$ cat config.mk
export PLATFORM = sky130hd
export DESIGN_NAME = asteroid_collision_top
export DESIGN_NICKNAME = d
export VERILOG_FILES = /design/src/design/asteroid_pkg.sv /design/src/design/collision_ctrl_if.sv /design/src/design/shot_scan_if.sv /design/src/design/collision_control.sv /design/src/design/collision_datapath.sv /design/src/design/shot_scanner.sv /design/src/design/asteroid_collision_top.sv
export SDC_FILE = /design/constraint.sdc
export NUM_CORES = 1
export LEC_CHECK = 0
export BUFFER_PORTS_ARGS = -buffer_cell sky130_fd_sc_hd__buf_4
export CAP_MARGIN = 20
export CORE_MARGIN = 2
export CORE_UTILIZATION = 60
export CTS_CLUSTER_DIAMETER = 150
export DETAILED_ROUTE_END_ITERATION = 8
export GPL_TIMING_DRIVEN = 1
export PLACE_DENSITY_LB_ADDON = 0.05
export SLEW_MARGIN = 10
export SYNTH_ARGS = -nofsm -noshare
export SYNTH_HDL_FRONTEND = slang
export SYNTH_SLANG_ARGS = --single-unit
export TNS_END_PERCENT = 30
$ cat constraint.sdc
create_clock -name clock -period 4 [get_ports clock]
set_clock_uncertainty 0.1 [all_clocks]
set_input_delay 0.6 -clock clock [delete_from_list [all_inputs] [get_ports clock]]
set_output_delay 0.6 -clock clock [all_outputs]
set_load 0.005 [all_outputs]
$ cat src/design/asteroid_pkg.sv
package asteroid_pkg;

    // table sizes
    localparam int n_asteroids = 8;
    localparam int n_shots     = 8;
    localparam int index_width = 3;
    localparam int pos_width   = 8;

    // ship lives
    localparam int lives_width = 2;
    localparam logic [lives_width-1:0] lives_init = 2'd3;

    typedef logic [pos_width-1:0] position_t;

    // encodings double as the debug codes on db_state
    typedef enum logic [4:0] {
        idle_init        = 5'd0,
        wait_start       = 5'd1,
        clear_index      = 5'd2,
        compare_ship     = 5'd3,
        lose_life        = 5'd4,
        destroy_asteroid = 5'd5,
        save_destroy     = 5'd6,
        start_shots      = 5'd7,
        wait_shots       = 5'd8,
        next_asteroid    = 5'd9,
        finish           = 5'd10
    } state_t;

endpackage

$ cat src/design/collision_ctrl_if.sv
interface collision_ctrl_if;

    // strobes from the control unit
    logic clear_index;
    logic next_index;
    logic lose_life;
    logic destroy;

    // status levels from the datapath
    logic ship_hit;
    logic last_index;
    logic lives_left;

    modport control (
        output clear_index,
        output next_index,
        output lose_life,
        output destroy,
        input  ship_hit,
        input  last_index,
        input  lives_left
    );

    modport datapath (
        input  clear_index,
        input  next_index,
        input  lose_life,
        input  destroy,
        output ship_hit,
        output last_index,
        output lives_left
    );

endinterface

$ cat src/design/shot_scan_if.sv
interface shot_scan_if;

    logic scan_start;

    // whole asteroid table, one slot per packed element
    asteroid_pkg::position_t [asteroid_pkg::n_asteroids-1:0] asteroid_positions;
    logic [asteroid_pkg::n_asteroids-1:0] alive_mask;

    // result, qualified by scan_done
    logic [asteroid_pkg::n_asteroids-1:0] hit_mask;
    logic scan_done;

    modport datapath (
        output scan_start,
        output asteroid_positions,
        output alive_mask,
        input  hit_mask,
        input  scan_done
    );

    modport scanner (
        input  scan_start,
        input  asteroid_positions,
        input  alive_mask,
        output hit_mask,
        output scan_done
    );

endinterface

$ cat src/design/collision_control.sv
module collision_control (
    input  logic                  clock,
    input  logic                  reset,
    input  logic                  start,
    collision_ctrl_if.control     ctrl,
    output logic                  start_shots,
    input  logic                  scan_done,
    output logic                  busy,
    output logic                  done,
    output logic                  game_over,
    output asteroid_pkg::state_t  db_state
);

    asteroid_pkg::state_t state;
    asteroid_pkg::state_t state_next;

    // ------------------------------------------------------------------
    // state register and game over flag
    // ------------------------------------------------------------------
    always_ff @(posedge clock or posedge reset) begin
        if (reset) begin
            state <= asteroid_pkg::wait_start;
        end else begin
            state <= state_next;
        end
    end

    // only reset brings the game back
    always_ff @(posedge clock or posedge reset) begin
        if (reset) begin
            game_over <= 1'b0;
        end else if (state == asteroid_pkg::lose_life && !ctrl.lives_left) begin
            game_over <= 1'b1;
        end
    end

    // ------------------------------------------------------------------
    // transitions
    // ------------------------------------------------------------------
    always_comb begin
        case (state)
            asteroid_pkg::idle_init:
                state_next = asteroid_pkg::wait_start;
            asteroid_pkg::wait_start:
                state_next = (start && !game_over) ? asteroid_pkg::clear_index
                                                   : asteroid_pkg::wait_start;
            asteroid_pkg::clear_index:
                state_next = asteroid_pkg::compare_ship;
            asteroid_pkg::compare_ship:
                if (ctrl.ship_hit) begin
                    state_next = asteroid_pkg::lose_life;
                end else if (ctrl.last_index) begin
                    state_next = asteroid_pkg::start_shots;
                end else begin
                    state_next = asteroid_pkg::next_asteroid;
                end
            // lives_left already reflects the decrement here
            asteroid_pkg::lose_life:
                state_next = ctrl.lives_left ? asteroid_pkg::destroy_asteroid
                                             : asteroid_pkg::finish;
            asteroid_pkg::destroy_asteroid:
                state_next = asteroid_pkg::save_destroy;
            asteroid_pkg::save_destroy:
                state_next = ctrl.last_index ? asteroid_pkg::start_shots
                                             : asteroid_pkg::next_asteroid;
            asteroid_pkg::start_shots:
                state_next = asteroid_pkg::wait_shots;
            asteroid_pkg::wait_shots:
                state_next = scan_done ? asteroid_pkg::finish : asteroid_pkg::wait_shots;
            asteroid_pkg::next_asteroid:
                state_next = asteroid_pkg::compare_ship;
            asteroid_pkg::finish:
                state_next = asteroid_pkg::wait_start;
            default:
                state_next = asteroid_pkg::idle_init;
        endcase
    end

    // ------------------------------------------------------------------
    // moore outputs
    // ------------------------------------------------------------------
    always_comb begin
        ctrl.clear_index = (state == asteroid_pkg::clear_index);
        ctrl.next_index  = (state == asteroid_pkg::next_asteroid);
        ctrl.lose_life   = (state == asteroid_pkg::lose_life);
        ctrl.destroy     = (state == asteroid_pkg::destroy_asteroid);
        start_shots      = (state == asteroid_pkg::start_shots);
        done             = (state == asteroid_pkg::finish);
        // busy drops in finish, together with done
        busy             = !(state inside {asteroid_pkg::idle_init,
                                           asteroid_pkg::wait_start,
                                           asteroid_pkg::finish});
        db_state         = state;
    end

endmodule

$ cat src/design/collision_datapath.sv
module collision_datapath (
    input  logic                                    clock,
    input  logic                                    reset,
    input  logic                                    load_asteroid,
    input  logic [asteroid_pkg::index_width-1:0]    asteroid_index,
    input  asteroid_pkg::position_t                 asteroid_position,
    input  asteroid_pkg::position_t                 ship_position,
    input  logic                                    busy,
    input  logic                                    start_shots,
    collision_ctrl_if.datapath                      ctrl,
    shot_scan_if.datapath                           scan,
    output logic [asteroid_pkg::lives_width-1:0]    lives,
    output logic [asteroid_pkg::n_asteroids-1:0]    alive_mask
);

    asteroid_pkg::position_t [asteroid_pkg::n_asteroids-1:0] positions;
    asteroid_pkg::position_t ship_latched;
    logic [asteroid_pkg::index_width-1:0] index;
    logic [asteroid_pkg::lives_width-1:0] lives_after;

    // ------------------------------------------------------------------
    // asteroid table
    // ------------------------------------------------------------------
    always_ff @(posedge clock) begin
        if (load_asteroid && !busy) begin
            positions[asteroid_index] <= asteroid_position;
        end
    end

    always_ff @(posedge clock or posedge reset) begin
        if (reset) begin
            alive_mask <= '0;
        end else if (load_asteroid && !busy) begin
            alive_mask[asteroid_index] <= 1'b1;
        end else if (ctrl.destroy) begin
            alive_mask[index] <= 1'b0;
        end else if (scan.scan_done) begin
            alive_mask <= alive_mask & ~scan.hit_mask;
        end
    end

    // ------------------------------------------------------------------
    // index, ship latch and lives
    // ------------------------------------------------------------------
    always_ff @(posedge clock or posedge reset) begin
        if (reset) begin
            index <= '0;
        end else if (ctrl.clear_index) begin
            index <= '0;
        end else if (ctrl.next_index) begin
            index <= index + 1'b1;
        end
    end

    always_ff @(posedge clock) begin
        if (ctrl.clear_index) begin
            ship_latched <= ship_position;
        end
    end

    // look ahead so the control sees the count after this decrement
    assign lives_after = ctrl.lose_life ? lives - 1'b1 : lives;

    always_ff @(posedge clock or posedge reset) begin
        if (reset) begin
            lives <= asteroid_pkg::lives_init;
        end else if (ctrl.lose_life) begin
            lives <= lives_after;
        end
    end

    assign ctrl.ship_hit   = alive_mask[index] && (positions[index] == ship_latched);
    assign ctrl.last_index = (index == asteroid_pkg::index_width'(asteroid_pkg::n_asteroids - 1));
    assign ctrl.lives_left = (lives_after != '0);

    // shot scanner side
    assign scan.scan_start         = start_shots;
    assign scan.asteroid_positions = positions;
    assign scan.alive_mask         = alive_mask;

endmodule

$ cat src/design/shot_scanner.sv
module shot_scanner (
    input  logic                                    clock,
    input  logic                                    reset,
    input  logic                                    load_shot,
    input  logic [asteroid_pkg::index_width-1:0]    shot_index,
    input  asteroid_pkg::position_t                 shot_position,
    input  logic                                    busy,
    shot_scan_if.scanner                            scan,
    output logic [asteroid_pkg::n_shots-1:0]        shot_valid_mask
);

    asteroid_pkg::position_t shot_table [asteroid_pkg::n_shots];
    logic [asteroid_pkg::index_width-1:0] scan_index;
    logic [asteroid_pkg::n_asteroids-1:0] alive_snapshot;
    logic [asteroid_pkg::n_asteroids-1:0] hit_acc;
    logic [asteroid_pkg::n_asteroids-1:0] shot_match;
    logic scanning;
    logic scan_finish;
    logic shot_hits;

    always_ff @(posedge clock) begin
        if (load_shot && !busy) begin
            shot_table[shot_index] <= shot_position;
        end
    end

    // current shot against every asteroid alive at scan_start
    always_comb begin
        for (int a = 0; a < asteroid_pkg::n_asteroids; a++) begin
            shot_match[a] = alive_snapshot[a]
                         && (scan.asteroid_positions[a] == shot_table[scan_index]);
        end
    end

    assign shot_hits = scanning && shot_valid_mask[scan_index] && (|shot_match);

    // ------------------------------------------------------------------
    // sequencing: one shot per cycle, done one cycle after the last
    // ------------------------------------------------------------------
    always_ff @(posedge clock or posedge reset) begin
        if (reset) begin
            scanning    <= 1'b0;
            scan_finish <= 1'b0;
            scan_index  <= '0;
        end else begin
            scan_finish <= 1'b0;
            if (scan.scan_start) begin
                scanning   <= 1'b1;
                scan_index <= '0;
            end else if (scanning) begin
                scan_index <= scan_index + 1'b1;
                if (scan_index == asteroid_pkg::index_width'(asteroid_pkg::n_shots - 1)) begin
                    scanning    <= 1'b0;
                    scan_finish <= 1'b1;
                end
            end
        end
    end

    always_ff @(posedge clock) begin
        if (scan.scan_start) begin
            alive_snapshot <= scan.alive_mask;
            hit_acc        <= '0;
        end else if (shot_hits) begin
            hit_acc <= hit_acc | shot_match;
        end
    end

    // a hitting shot is consumed
    always_ff @(posedge clock or posedge reset) begin
        if (reset) begin
            shot_valid_mask <= '0;
        end else if (load_shot && !busy) begin
            shot_valid_mask[shot_index] <= 1'b1;
        end else if (shot_hits) begin
            shot_valid_mask[scan_index] <= 1'b0;
        end
    end

    assign scan.hit_mask  = hit_acc;
    assign scan.scan_done = scan_finish;

endmodule

$ cat src/design/asteroid_collision_top.sv
module asteroid_collision_top (
    input  logic                                    clock,
    input  logic                                    reset,
    input  logic                                    load_asteroid,
    input  logic [asteroid_pkg::index_width-1:0]    asteroid_index,
    input  asteroid_pkg::position_t                 asteroid_position,
    input  logic                                    load_shot,
    input  logic [asteroid_pkg::index_width-1:0]    shot_index,
    input  asteroid_pkg::position_t                 shot_position,
    input  logic                                    start,
    input  asteroid_pkg::position_t                 ship_position,
    output logic                                    busy,
    output logic                                    done,
    output logic [asteroid_pkg::lives_width-1:0]    lives,
    output logic                                    game_over,
    output logic [asteroid_pkg::n_asteroids-1:0]    alive_mask,
    output logic [asteroid_pkg::n_shots-1:0]        shot_valid_mask,
    output asteroid_pkg::state_t                    db_state
);

    logic start_shots;

    collision_ctrl_if ctrl_bus ();
    shot_scan_if      scan_bus ();

    collision_control control_i (
        .clock       (clock),
        .reset       (reset),
        .start       (start),
        .ctrl        (ctrl_bus.control),
        .start_shots (start_shots),
        .scan_done   (scan_bus.scan_done),
        .busy        (busy),
        .done        (done),
        .game_over   (game_over),
        .db_state    (db_state)
    );

    collision_datapath datapath_i (
        .clock             (clock),
        .reset             (reset),
        .load_asteroid     (load_asteroid),
        .asteroid_index    (asteroid_index),
        .asteroid_position (asteroid_position),
        .ship_position     (ship_position),
        .busy              (busy),
        .start_shots       (start_shots),
        .ctrl              (ctrl_bus.datapath),
        .scan              (scan_bus.datapath),
        .lives             (lives),
        .alive_mask        (alive_mask)
    );

    shot_scanner scanner_i (
        .clock           (clock),
        .reset           (reset),
        .load_shot       (load_shot),
        .shot_index      (shot_index),
        .shot_position   (shot_position),
        .busy            (busy),
        .scan            (scan_bus.scanner),
        .shot_valid_mask (shot_valid_mask)
    );

endmodule

==> out/results.tsv, run 1 <==
stage	metric	value	unit
logic_synthesis	ys_seq_area_share	61.4	%
detailed_routing	viasPerCell	6.25	
logic_synthesis	postSynth.asyncResetShare	16.9	%
timing	fin_setup_tns	0	ps
placed_design	io_buffer_count	59	
run	maxCapViolCount	0	
logic_synthesis	synth.net_count	668	
clock_network	hold_buffers	0	
placed_design	pre_cts_slack	721	ps
timing	rsz0062_at_grt	no	
pwr	swShare	36.5	%
logic_synthesis	syn_inst	629	
floorplanning	num_rows	43	
worst_setup_path	cp.arrival	3400	ps
global_route	grt_pass1_vias	5469	
pwr	clkPwrFrac	23.4	%
timing	hold_viol_final	0	
detailed_routing	wl	19900	um
pwr	p_leak	3.52	nW
pwr	irDropWorstVdd	388	uV
pwr	seqPwrFrac	38.5	%
floorplanning	die_h	124	um
global_route	grt_max_degree	36	
min_path	hp-class	in2async	
floorplanning	pin_count	61	
logic_synthesis	ys_warn_count	0	
logic_synthesis	synth_cell_types	63	
worst_setup_path	critPathLaunchType	flop	
placed_design	gp_congestion	0.892	
logic_synthesis	yosys-top-cells-area	edfxtp_1 50%, dfrtp_1 8.2%, mux4_2 4.5%, xor2_1 4.4%, mux2i_1 3.2%	
timing	worstMarginPinSlew	841	ps
detailed_routing	postRouteAntennaNets	0	
clock_network	insertion_delay	430	ps
detailed_routing	drt_pre_antenna_iters	5	
finish	final_util	70.4	%
timing	layout_min_cycle_time	3360	ps
global_route	antenna_found_initial	0	
logic_synthesis	yosysMostFrequentCell	edfxtp_1	
worst_setup_path	worstPathRequired	4040	ps
clock_network	clockBufferDepth	2	
timing	finalSetupViolations	0	
finish	drive_gt1_share	22.1	%
detailed_routing	route.detailed.drc	0	
timing	period_share	84.0	%
pwr	power_switching	2.42	mW
global_route	track_usage	27.8	%
logic_synthesis	ys.flop_type	edfxtp_1	
outcome	status	finished clean	
clock_network	clkTransAtPathRegs	60	ps
finish	nNetsFinal	738	
logic_synthesis	yosys_register_bits	183	
timing	slew_headroom	43.7	%
clock_network	cts_resized	0	
clock_network	root_buffer	clkbuf_16	
clock_network	postCtsSetupRepairBufs	0	
detailed_routing	drtIter0Drc	591	
global_route	grt-ovfl-total	0	
finish	antenna_cells	0	
placed_design	hpwl	14300	um
logic_synthesis	synth_edf_count	144	
finish	syn_to_final_growth	14.4	%
worst_setup_path	crit_fanout	18	
logic_synthesis	synthTopCellsByCount	144 x edfxtp_1, 43 x xor2_1, 39 x nor2_1	
worst_setup_path	r2r_start	control_i.db_state[1]	
worst_setup_path	crit_start	control_i.db_state[1]	
timing	fmax	298	MHz
pwr	combinationalPowerShare	38.1	%
floorplanning	chipWidth	124	um
global_route	grt_pass1_wl	30700	um
logic_synthesis	netlist.area_leader.share	50.5	%
clock_network	tritoncts	done	
clock_network	cts.htree.levels	4	
timing	finalMaxSlewViolations	0	
worst_setup_path	path_class	reg2reg	
clock_network	cts_sinks	183	
clock_network	numCtsBuffers	17	
pwr	p_per_area	677	mW/mm2
logic_synthesis	synth.largest_area_cell	edfxtp_1	
detailed_routing	post_drt_wl_per_cell	22.3	um
logic_synthesis	synth_area	0.00857	mm2
floorplanning	dieArea	0.0153	mm2
timing	worst_slack	639	ps
detailed_routing	via_count	5577	
floorplanning	initial_core_util	61.5	%
placed_design	place_area	0.00926	mm2
pwr	p_int	4.22	mW
finish	fin_area	0.00981	mm2
worst_setup_path	end_kind	flop	
logic_synthesis	syn_avg_cell_area	13.6	um2
floorplanning	core	0.0139	mm2
==> stage by stage <==
stage | hold slack [ps] | total power [mW] | cells
after floorplan | 326 | 4.35 | 629
after CTS | 165 | 6.65 | 892
final | 165 | 6.64 | 892
after global routing | 188 | 6.99 | 892
after detailed placement | 361 | 5.09 | 860
after global placement | 345 | 5.03 | 860
==> kinds of logic after synthesis <==
logic type | share of synthesized area [%]
adders and majority gates | 0.584
and+or+nand+nor | 10.8
buffers and inverters | 2.83
AOI/OAI and AO/OA | 8.80
other | 0.0438
muxes | 9.33
DFF | 61.4
xor gates and xnor gates | 6.13
==> power by group through the flow <==
stage	clock network [mW]	registers [mW]	logic, mW
5_1_grt	1.66	2.59	2.74
2_1_floorplan	0	2.46	1.89
3_3_place_gp	0	2.58	2.45
4_1_cts	1.58	2.55	2.52
6_report	1.56	2.56	2.53
3_5_place_dp	0	2.59	2.50
==> critical path, stage by stage, from the launching register on <==
cell and delay, ps:
dfrtp_1 670, nand2_1 230, a211oi_1 700, and2_1 370, nand2_1 150, nor3b_1 540
buf_4 290
==> routing by layer <==
layer | up-vias | routed length [um] | global-route usage (%)
li1 | 2544 | - | -
met1 | 2755 | 8180 | 36.9
met2 | 238 | 9810 | 45.4
met3 | 40 | 1400 | 6.04
met4 | 0 | 511 | 10.4
met5 | - | 0 | 0
==> placed cells by master (no fill, tap or decap), drive strengths merged, types with 8 or more instances in the layout <==
master    n
and3     18
xor2     43
edfxtp  144
nand3     8
nor2b     9
a21oi    37
buf      87
nor2     39
nor4     14
a31oi    10
inv      15
o21ai    19
nand2    25
dfxtp     8
o22a      8
xnor2    17
clkbuf   19
mux4     17
mux2i    30
nor3     18
dfrtp    28
==> registers in the layout (all words and copies together), names as in the netlist <==
| signal | cells |
|---|---|
| control_i.db_state | 4 |
| control_i.game_over | 1 |
| datapath_i.alive_mask | 8 |
| datapath_i.index | 3 |
| datapath_i.lives | 2 |
| datapath_i.scan.asteroid_positions | 64 |
| datapath_i.ship_latched | 8 |
| scanner_i.alive_snapshot | 8 |
| scanner_i.scan.hit_mask | 8 |
| scanner_i.scan.scan_done | 1 |
| scanner_i.scan_index | 3 |
| scanner_i.scanning | 1 |
| scanner_i.shot_table | 64 |
| scanner_i.shot_valid_mask | 8 |
==> worst paths after layout <==
| kind | cells after the start | slack [ps] | endpoint |
|---|---|---|---|
| setup / recovery | 6 | 640 | scanner_i.shot_table[6][1] |
| hold / removal | 3 | 160 | control_i.game_over |
| setup reg to reg | 6 | 640 | scanner_i.shot_table[6][1] |
| hold reg to reg | 2 | 370 | scanner_i.scan.hit_mask[4] |
| max in group asynchronous | 3 | 3300 | control_i.db_state[0] |
| min in group clock | 1 | 240 | datapath_i.ship_latched[5] |
==> final cells by class <==
type,count,area (um2)
flip-flops and latches,183,5260
fillers,981,4130
multi-input cells,401,3080
repair buffers,87,653
clock buffers,19,433
well taps,180,225
clock inverters,13,115
inverters,9,33.8
(Power assumes the default switching activity.)
==> run 2: changes to the inputs <==
==> constraint.sdc (replaced) <==
create_clock -name clock -period 3.45 [get_ports clock]
set_clock_uncertainty 0.1 [all_clocks]
set_input_delay 0.5175 -clock clock [delete_from_list [all_inputs] [get_ports clock]]
set_output_delay 0.5175 -clock clock [all_outputs]
set_load 0.005 [all_outputs]
==> out/results.tsv, run 2 (synthesis results as in run 1) <==
stage	metric	value	unit	change
pwr	irDropWorstVdd	470	uV	+21%
detailed_routing	wl_met1	8600	um	+5.1%
clock_network	cts_sinks	183		unchanged
pwr	seqPwrFrac	38.0	%	-0.5 points
floorplanning	pin_count	61		unchanged
worst_setup_path	path_class	reg2reg		
finish	final_util	71.2	%	+0.83 points
floorplanning	core	0.0139	mm2	unchanged
timing	rsz0062_at_grt	no		
clock_network	numCtsBuffers	17		unchanged
clock_network	postCtsSetupRepairBufs	0		unchanged
pwr	power_switching	2.89	mW	+19%
detailed_routing	drt_pre_antenna_iters	5		unchanged
floorplanning	dieArea	0.0153	mm2	unchanged
detailed_routing	via_count	5609		+0.57%
min_path	hp-class	in2async		
finish	syn_to_final_growth	15.8	%	
floorplanning	initial_core_util	61.5	%	unchanged
placed_design	dp.cells	871		+1.3%
placed_design	io_buffer_count	59		unchanged
floorplanning	num_rows	43		unchanged
detailed_routing	postRouteAntennaNets	0		unchanged
pwr	clkPwrFrac	23.8	%	+0.4 points
global_route	grt_pass1_vias	5532		+1.2%
detailed_routing	drtIter0Drc	536		-9.3%
timing	fin_setup_tns	0	ps	unchanged
detailed_routing	wl_met2	10500	um	+6.7%
detailed_routing	viasPerCell	6.21		-0.65%
global_route	grt-ovfl-total	0		unchanged
outcome	status	finished clean		
clock_network	root_buffer	clkbuf_16		
timing	finalMaxSlewViolations	0		unchanged
pwr	p_leak	3.59	nW	+2.1%
worst_setup_path	crit_fanout	32		+14
worst_setup_path	critPathLaunchType	flop		
clock_network	insertion_delay	440	ps	about the same
detailed_routing	wl_met3	1330	um	-5.0%
clock_network	clockBufferDepth	2		unchanged
finish	mostFrequentLayoutCells	144 x edfxtp_1, 96 x buf_4, 43 x xor2_1		
worst_setup_path	cp.arrival	3350	ps	-50 ps
detailed_routing	dr.max_layer_used	met4		
timing	finalSetupViolations	0		unchanged
global_route	antenna_found_initial	0		unchanged
global_route	grt_max_degree	33		-8.3%
run	maxCapViolCount	0		unchanged
detailed_routing	post_drt_wl_per_cell	23.3	um	+4.5%
finish	finalNonFillerCells	903		+1.2%
floorplanning	die_h	124	um	unchanged
timing	fmax	317	MHz	+6.4%
timing	period_share	91.5	%	+7.5 points
pwr	p_per_area	793	mW/mm2	+17%
pwr	p_int	4.97	mW	+18%
pwr	total_power	7.86	mW	+18%
detailed_routing	wl	21000	um	+5.7%
clock_network	cts.htree.levels	4		unchanged
clock_network	tritoncts	done		
placed_design	gp_congestion	0.952		+6.7%
pwr	swShare	36.8	%	+0.27 points
detailed_routing	route.detailed.drc	0		unchanged
global_route	track_usage	29.3	%	+1.5 points
timing	layout_min_cycle_time	3160	ps	-203 ps
finish	final_common_cell	edfxtp_1		
pwr	combinationalPowerShare	38.2	%	about the same
global_route	grt_pass1_wl	31600	um	+3.2%
worst_setup_path	worstPathRequired	3640	ps	-400 ps
floorplanning	chipWidth	124	um	unchanged
timing	hold_viol_final	0		unchanged
finish	antenna_cells	0		unchanged
clock_network	cts_resized	0		unchanged
timing	slew_headroom	35.7	%	-8.0 points
timing	worstMarginPinSlew	964	ps	+123 ps
finish	drive_gt1_share	23.5	%	+1.5 points
clock_network	clkTransAtPathRegs	70	ps	about the same
worst_setup_path	end_kind	flop		
finish	nNetsFinal	749		+1.5%
clock_network	hold_buffers	0		unchanged
placed_design	hpwl	14900	um	+4.1%
[run 2: worst paths after layout]
kind | endpoint | start | depth (start not counted) | slack, ps
max | scanner_i.shot_valid_mask[5] | scanner_i.scan_index[0] | 8 | 290
min | scanner_i.shot_valid_mask[2] | reset | 3 | 70
max reg2reg | scanner_i.shot_valid_mask[5] | scanner_i.scan_index[0] | 8 | 290
min reg2reg | scanner_i.scan.hit_mask[1] | scanner_i.scan.hit_mask[1] | 2 | 360
max in group asynchronous | datapath_i.lives[0] | reset | 3 | 2850
min in group clock | datapath_i.ship_latched[6] | ship_position[6] | 1 | 150
[run 2: per-layer routing]
metal  track usage, %  vias up
li1                 -     2565
met3             6.41       42
met4             12.5        0
met5                0        -
met2             48.3      231
met1             37.7     2771
[run 2: power groups by stage]
stage / Sequential [mW] / Clock [mW] / Combinational, mW
after detailed placement: 3.03 / 0 / 2.98
after floorplan: 2.85 / 0 / 2.19
after CTS: 2.99 / 1.88 / 3.00
after global placement: 3.02 / 0 / 2.93
after global routing: 3.03 / 1.98 / 3.27
final: 2.99 / 1.87 / 3.00
[run 2: final cells by class]
cell class                      instances  area [um2]
Sequential cell                       183        5260
Fill cell                             975        4010
Multi-Input combinational cell        401        3080
Timing Repair Buffer                   98         761
Clock buffer                           18         429
Tap cell                              180         225
Clock inverter                         14         126
Inverter                                9        33.8
[run 2: metrics by stage]
step	cell area (um2)	setup slack, ps	hold WS (ps)
floorplan	8570	533	326
global placement	9370	321	351
detailed placement	9370	324	348
CTS	9920	315	75.6
global route	9920	53.9	112
finish	9920	292	69.0
[run 2: critical path, stage by stage (launching register included)]
cell	delay, ps
dfrtp_1	600
buf_12	260
mux4_2	700
xor2_1	270
nand4_1	120
nor4_1	330
and3_1	240
nand4b_2	250
a31oi_1	130
==> run 3: changes to the inputs <==
--- a/config.mk
+++ b/config.mk
@@ -5,14 +5,15 @@
 export SDC_FILE = /design/constraint.sdc
 export NUM_CORES = 1
 export LEC_CHECK = 0
-export BUFFER_PORTS_ARGS = -buffer_cell sky130_fd_sc_hd__buf_4
 export CAP_MARGIN = 20
 export CORE_MARGIN = 2
-export CORE_UTILIZATION = 60
+export CORE_UTILIZATION = 64
 export CTS_CLUSTER_DIAMETER = 150
 export DETAILED_ROUTE_END_ITERATION = 8
+export DONT_BUFFER_PORTS = 1
 export GPL_TIMING_DRIVEN = 1
 export PLACE_DENSITY_LB_ADDON = 0.05
+export SKIP_LAST_GASP = 1
 export SLEW_MARGIN = 10
 export SYNTH_ARGS = -nofsm -noshare
 export SYNTH_HDL_FRONTEND = slang
==> out/results.tsv, run 3 (synthesis results as in run 1) <==
stage	metric	value	unit	change
timing	layout_min_cycle_time	3050	ps	-104 ps
detailed_routing	wl	20400	um	-3.3%
worst_setup_path	worstPathRequired	3660	ps	+20 ps
detailed_routing	drt_pre_antenna_iters	5		unchanged
clock_network	clockBufferDepth	2		unchanged
global_route	grt-ovfl-total	0		unchanged
pwr	irDropWorstVdd	600	uV	+28%
timing	holdWs	65.0	ps	-4.09 ps
worst_setup_path	path_class	reg2reg		
detailed_routing	drtIter0Drc	563		+5.0%
timing	finalSetupViolations	0		unchanged
placed_design	hpwl	14400	um	-3.1%
clock_network	root_buffer	clkbuf_16		
detailed_routing	post_drt_wl_per_cell	24.3	um	+4.1%
floorplanning	initial_core_util	65.2	%	+3.7 points
run	maxCapViolCount	0		unchanged
finish	mostFrequentLayoutCells	144 x edfxtp_1, 43 x xor2_1, 39 x nor2_1		
floorplanning	num_rows	42		-2.3%
outcome	status	finished clean		
pwr	power_switching	2.78	mW	-3.8%
floorplanning	die_h	120	um	-3.1%
clock_network	numCtsBuffers	17		unchanged
worst_setup_path	end_kind	flop		
clock_network	cts.htree.levels	4		unchanged
finish	nNetsFinal	689		-8.0%
detailed_routing	viasPerCell	6.50		+4.7%
detailed_routing	postRouteAntennaNets	0		unchanged
worst_setup_path	critPathLaunchType	flop		
timing	fmax	327	MHz	+3.4%
pwr	clkPwrFrac	26.0	%	+2.2 points
clock_network	hold_buffers	1		+1
global_route	antenna_found_initial	0		unchanged
floorplanning	core	0.0131	mm2	-5.7%
clock_network	cts_sinks	183		unchanged
finish	syn_to_final_growth	11.3	%	
timing	worstMarginPinSlew	596	ps	-369 ps
timing	worst_slack	396	ps	+104 ps
pwr	p_int	5.02	mW	+0.95%
global_route	grt_pass1_vias	5371		-2.9%
worst_setup_path	crit_fanout	29		-9.4%
timing	period_share	88.5	%	-3.0 points
timing	slew_headroom	60.0	%	+24 points
placed_design	pre_cts_slack	452	ps	+128 ps
floorplanning	dieArea	0.0143	mm2	-6.1%
clock_network	postCtsSetupRepairBufs	0		unchanged
placed_design	io_buffer_count	0		-100%
global_route	track_usage	30.0	%	+0.74 points
timing	fin_setup_tns	0	ps	unchanged
timing	finalMaxSlewViolations	0		unchanged
clock_network	cts_resized	0		unchanged
finish	drive_gt1_share	16.3	%	-7.2 points
global_route	grt_pass1_wl	31400	um	-0.87%
finish	antenna_cells	0		unchanged
min_path	hp-class	in2reg		
pwr	p_per_area	818	mW/mm2	+3.2%
pwr	seqPwrFrac	38.0	%	about the same
detailed_routing	via_count	5455		-2.7%
pwr	p_leak	3.32	nW	-7.5%
clock_network	tritoncts	done		
finish	fin_area	0.00954	mm2	-3.8%
clock_network	insertion_delay	440	ps	about the same
floorplanning	chipWidth	120	um	-3.1%
timing	rsz0062_at_grt	no		
pwr	combinationalPowerShare	36.0	%	-2.2 points
placed_design	gp_congestion	0.980		+3.0%
floorplanning	pin_count	61		unchanged
finish	nFillCells	889		-8.8%
finish	final_common_cell	edfxtp_1		
timing	hold_viol_final	0		unchanged
placed_design	place_area	0.00891	mm2	-4.8%
pwr	swShare	35.7	%	-1.1 points
detailed_routing	route.detailed.drc	0		unchanged
clock_network	clkTransAtPathRegs	70	ps	about the same
worst_setup_path	cp.arrival	3260	ps	-90 ps
global_route	grt_max_degree	36		+9.1%
==> run 3: changes by cell type in the layout (fill, tap and decap cells not counted), sizes merged <==
cell         previous run  this run
buf                    98        37
inv                    19        15
bufinv                  0         3
clkinvlp                0         1
dlygate4sd3             0         1
==> run 3: path summary, 6_finish.rpt <==
check	slack, ps	cells after the start	end	start
max reg2reg	400	10	scanner_i.shot_valid_mask[6]	scanner_i.scan_index[2]
max	400	10	scanner_i.shot_valid_mask[6]	scanner_i.scan_index[2]
min	60	0	datapath_i.scan.asteroid_positions[58]	asteroid_position[2]
max in group asynchronous	2420	3	control_i.db_state[0]	reset
min in group asynchronous	500	3	scanner_i.scan_index[2]	reset
min reg2reg	380	2	scanner_i.scan.hit_mask[4]	scanner_i.scan.hit_mask[4]
==> run 3: critical path, cell delays in order (launching register included) <==
cell	delay [ps]
dfrtp_1	390
buf_12	210
mux2_1	370
o22ai_1	360
buf_4	240
nor3_1	60
nand4b_1	270
nor4_2	440
nor4_2	100
nand4b_2	220
a31oi_1	120
==> run 3: final cells by class <==
cell class / instances / area, um2 / area share [%]
Sequential cell: 183 / 5260 / 55.2
Multi-Input combinational cell: 401 / 3080 / 32.3
Clock buffer: 18 / 429 / 4.50
Timing Repair Buffer: 38 / 325 / 3.41
Tap cell: 176 / 220 / 2.31
Clock inverter: 14 / 186 / 1.95
Inverter: 9 / 33.8 / 0.354
==> run 3: per-layer routing <==
layer,part of all wire [%],vias up,global-route usage [%],wire [um]
met5,0,-,0,0
li1,-,2445,-,-
met3,9.2,38,8.89,1870
met4,2.6,0,11.0,530
met2,49,277,48.5,9990
met1,39,2695,39.0,7970
==> run 3: through the flow <==
stage	util (%)	std cells	power (mW)
2_1_floorplan	-	629	5.04
3_3_place_gp	67.9	806	5.70
3_5_place_dp	67.9	806	5.77
4_1_cts	72.6	839	7.80
5_1_grt	72.6	839	8.17
6_report	72.6	839	7.80
==> run 3: power groups by stage <==
stage	combinational, mW	sequential (mW)	clock [mW]
6_report	2.81	2.96	2.03
2_1_floorplan	2.19	2.85	0
4_1_cts	2.79	2.96	2.04
5_1_grt	3.05	3.00	2.13
3_5_place_dp	2.76	3.01	0
3_3_place_gp	2.70	3.00	0
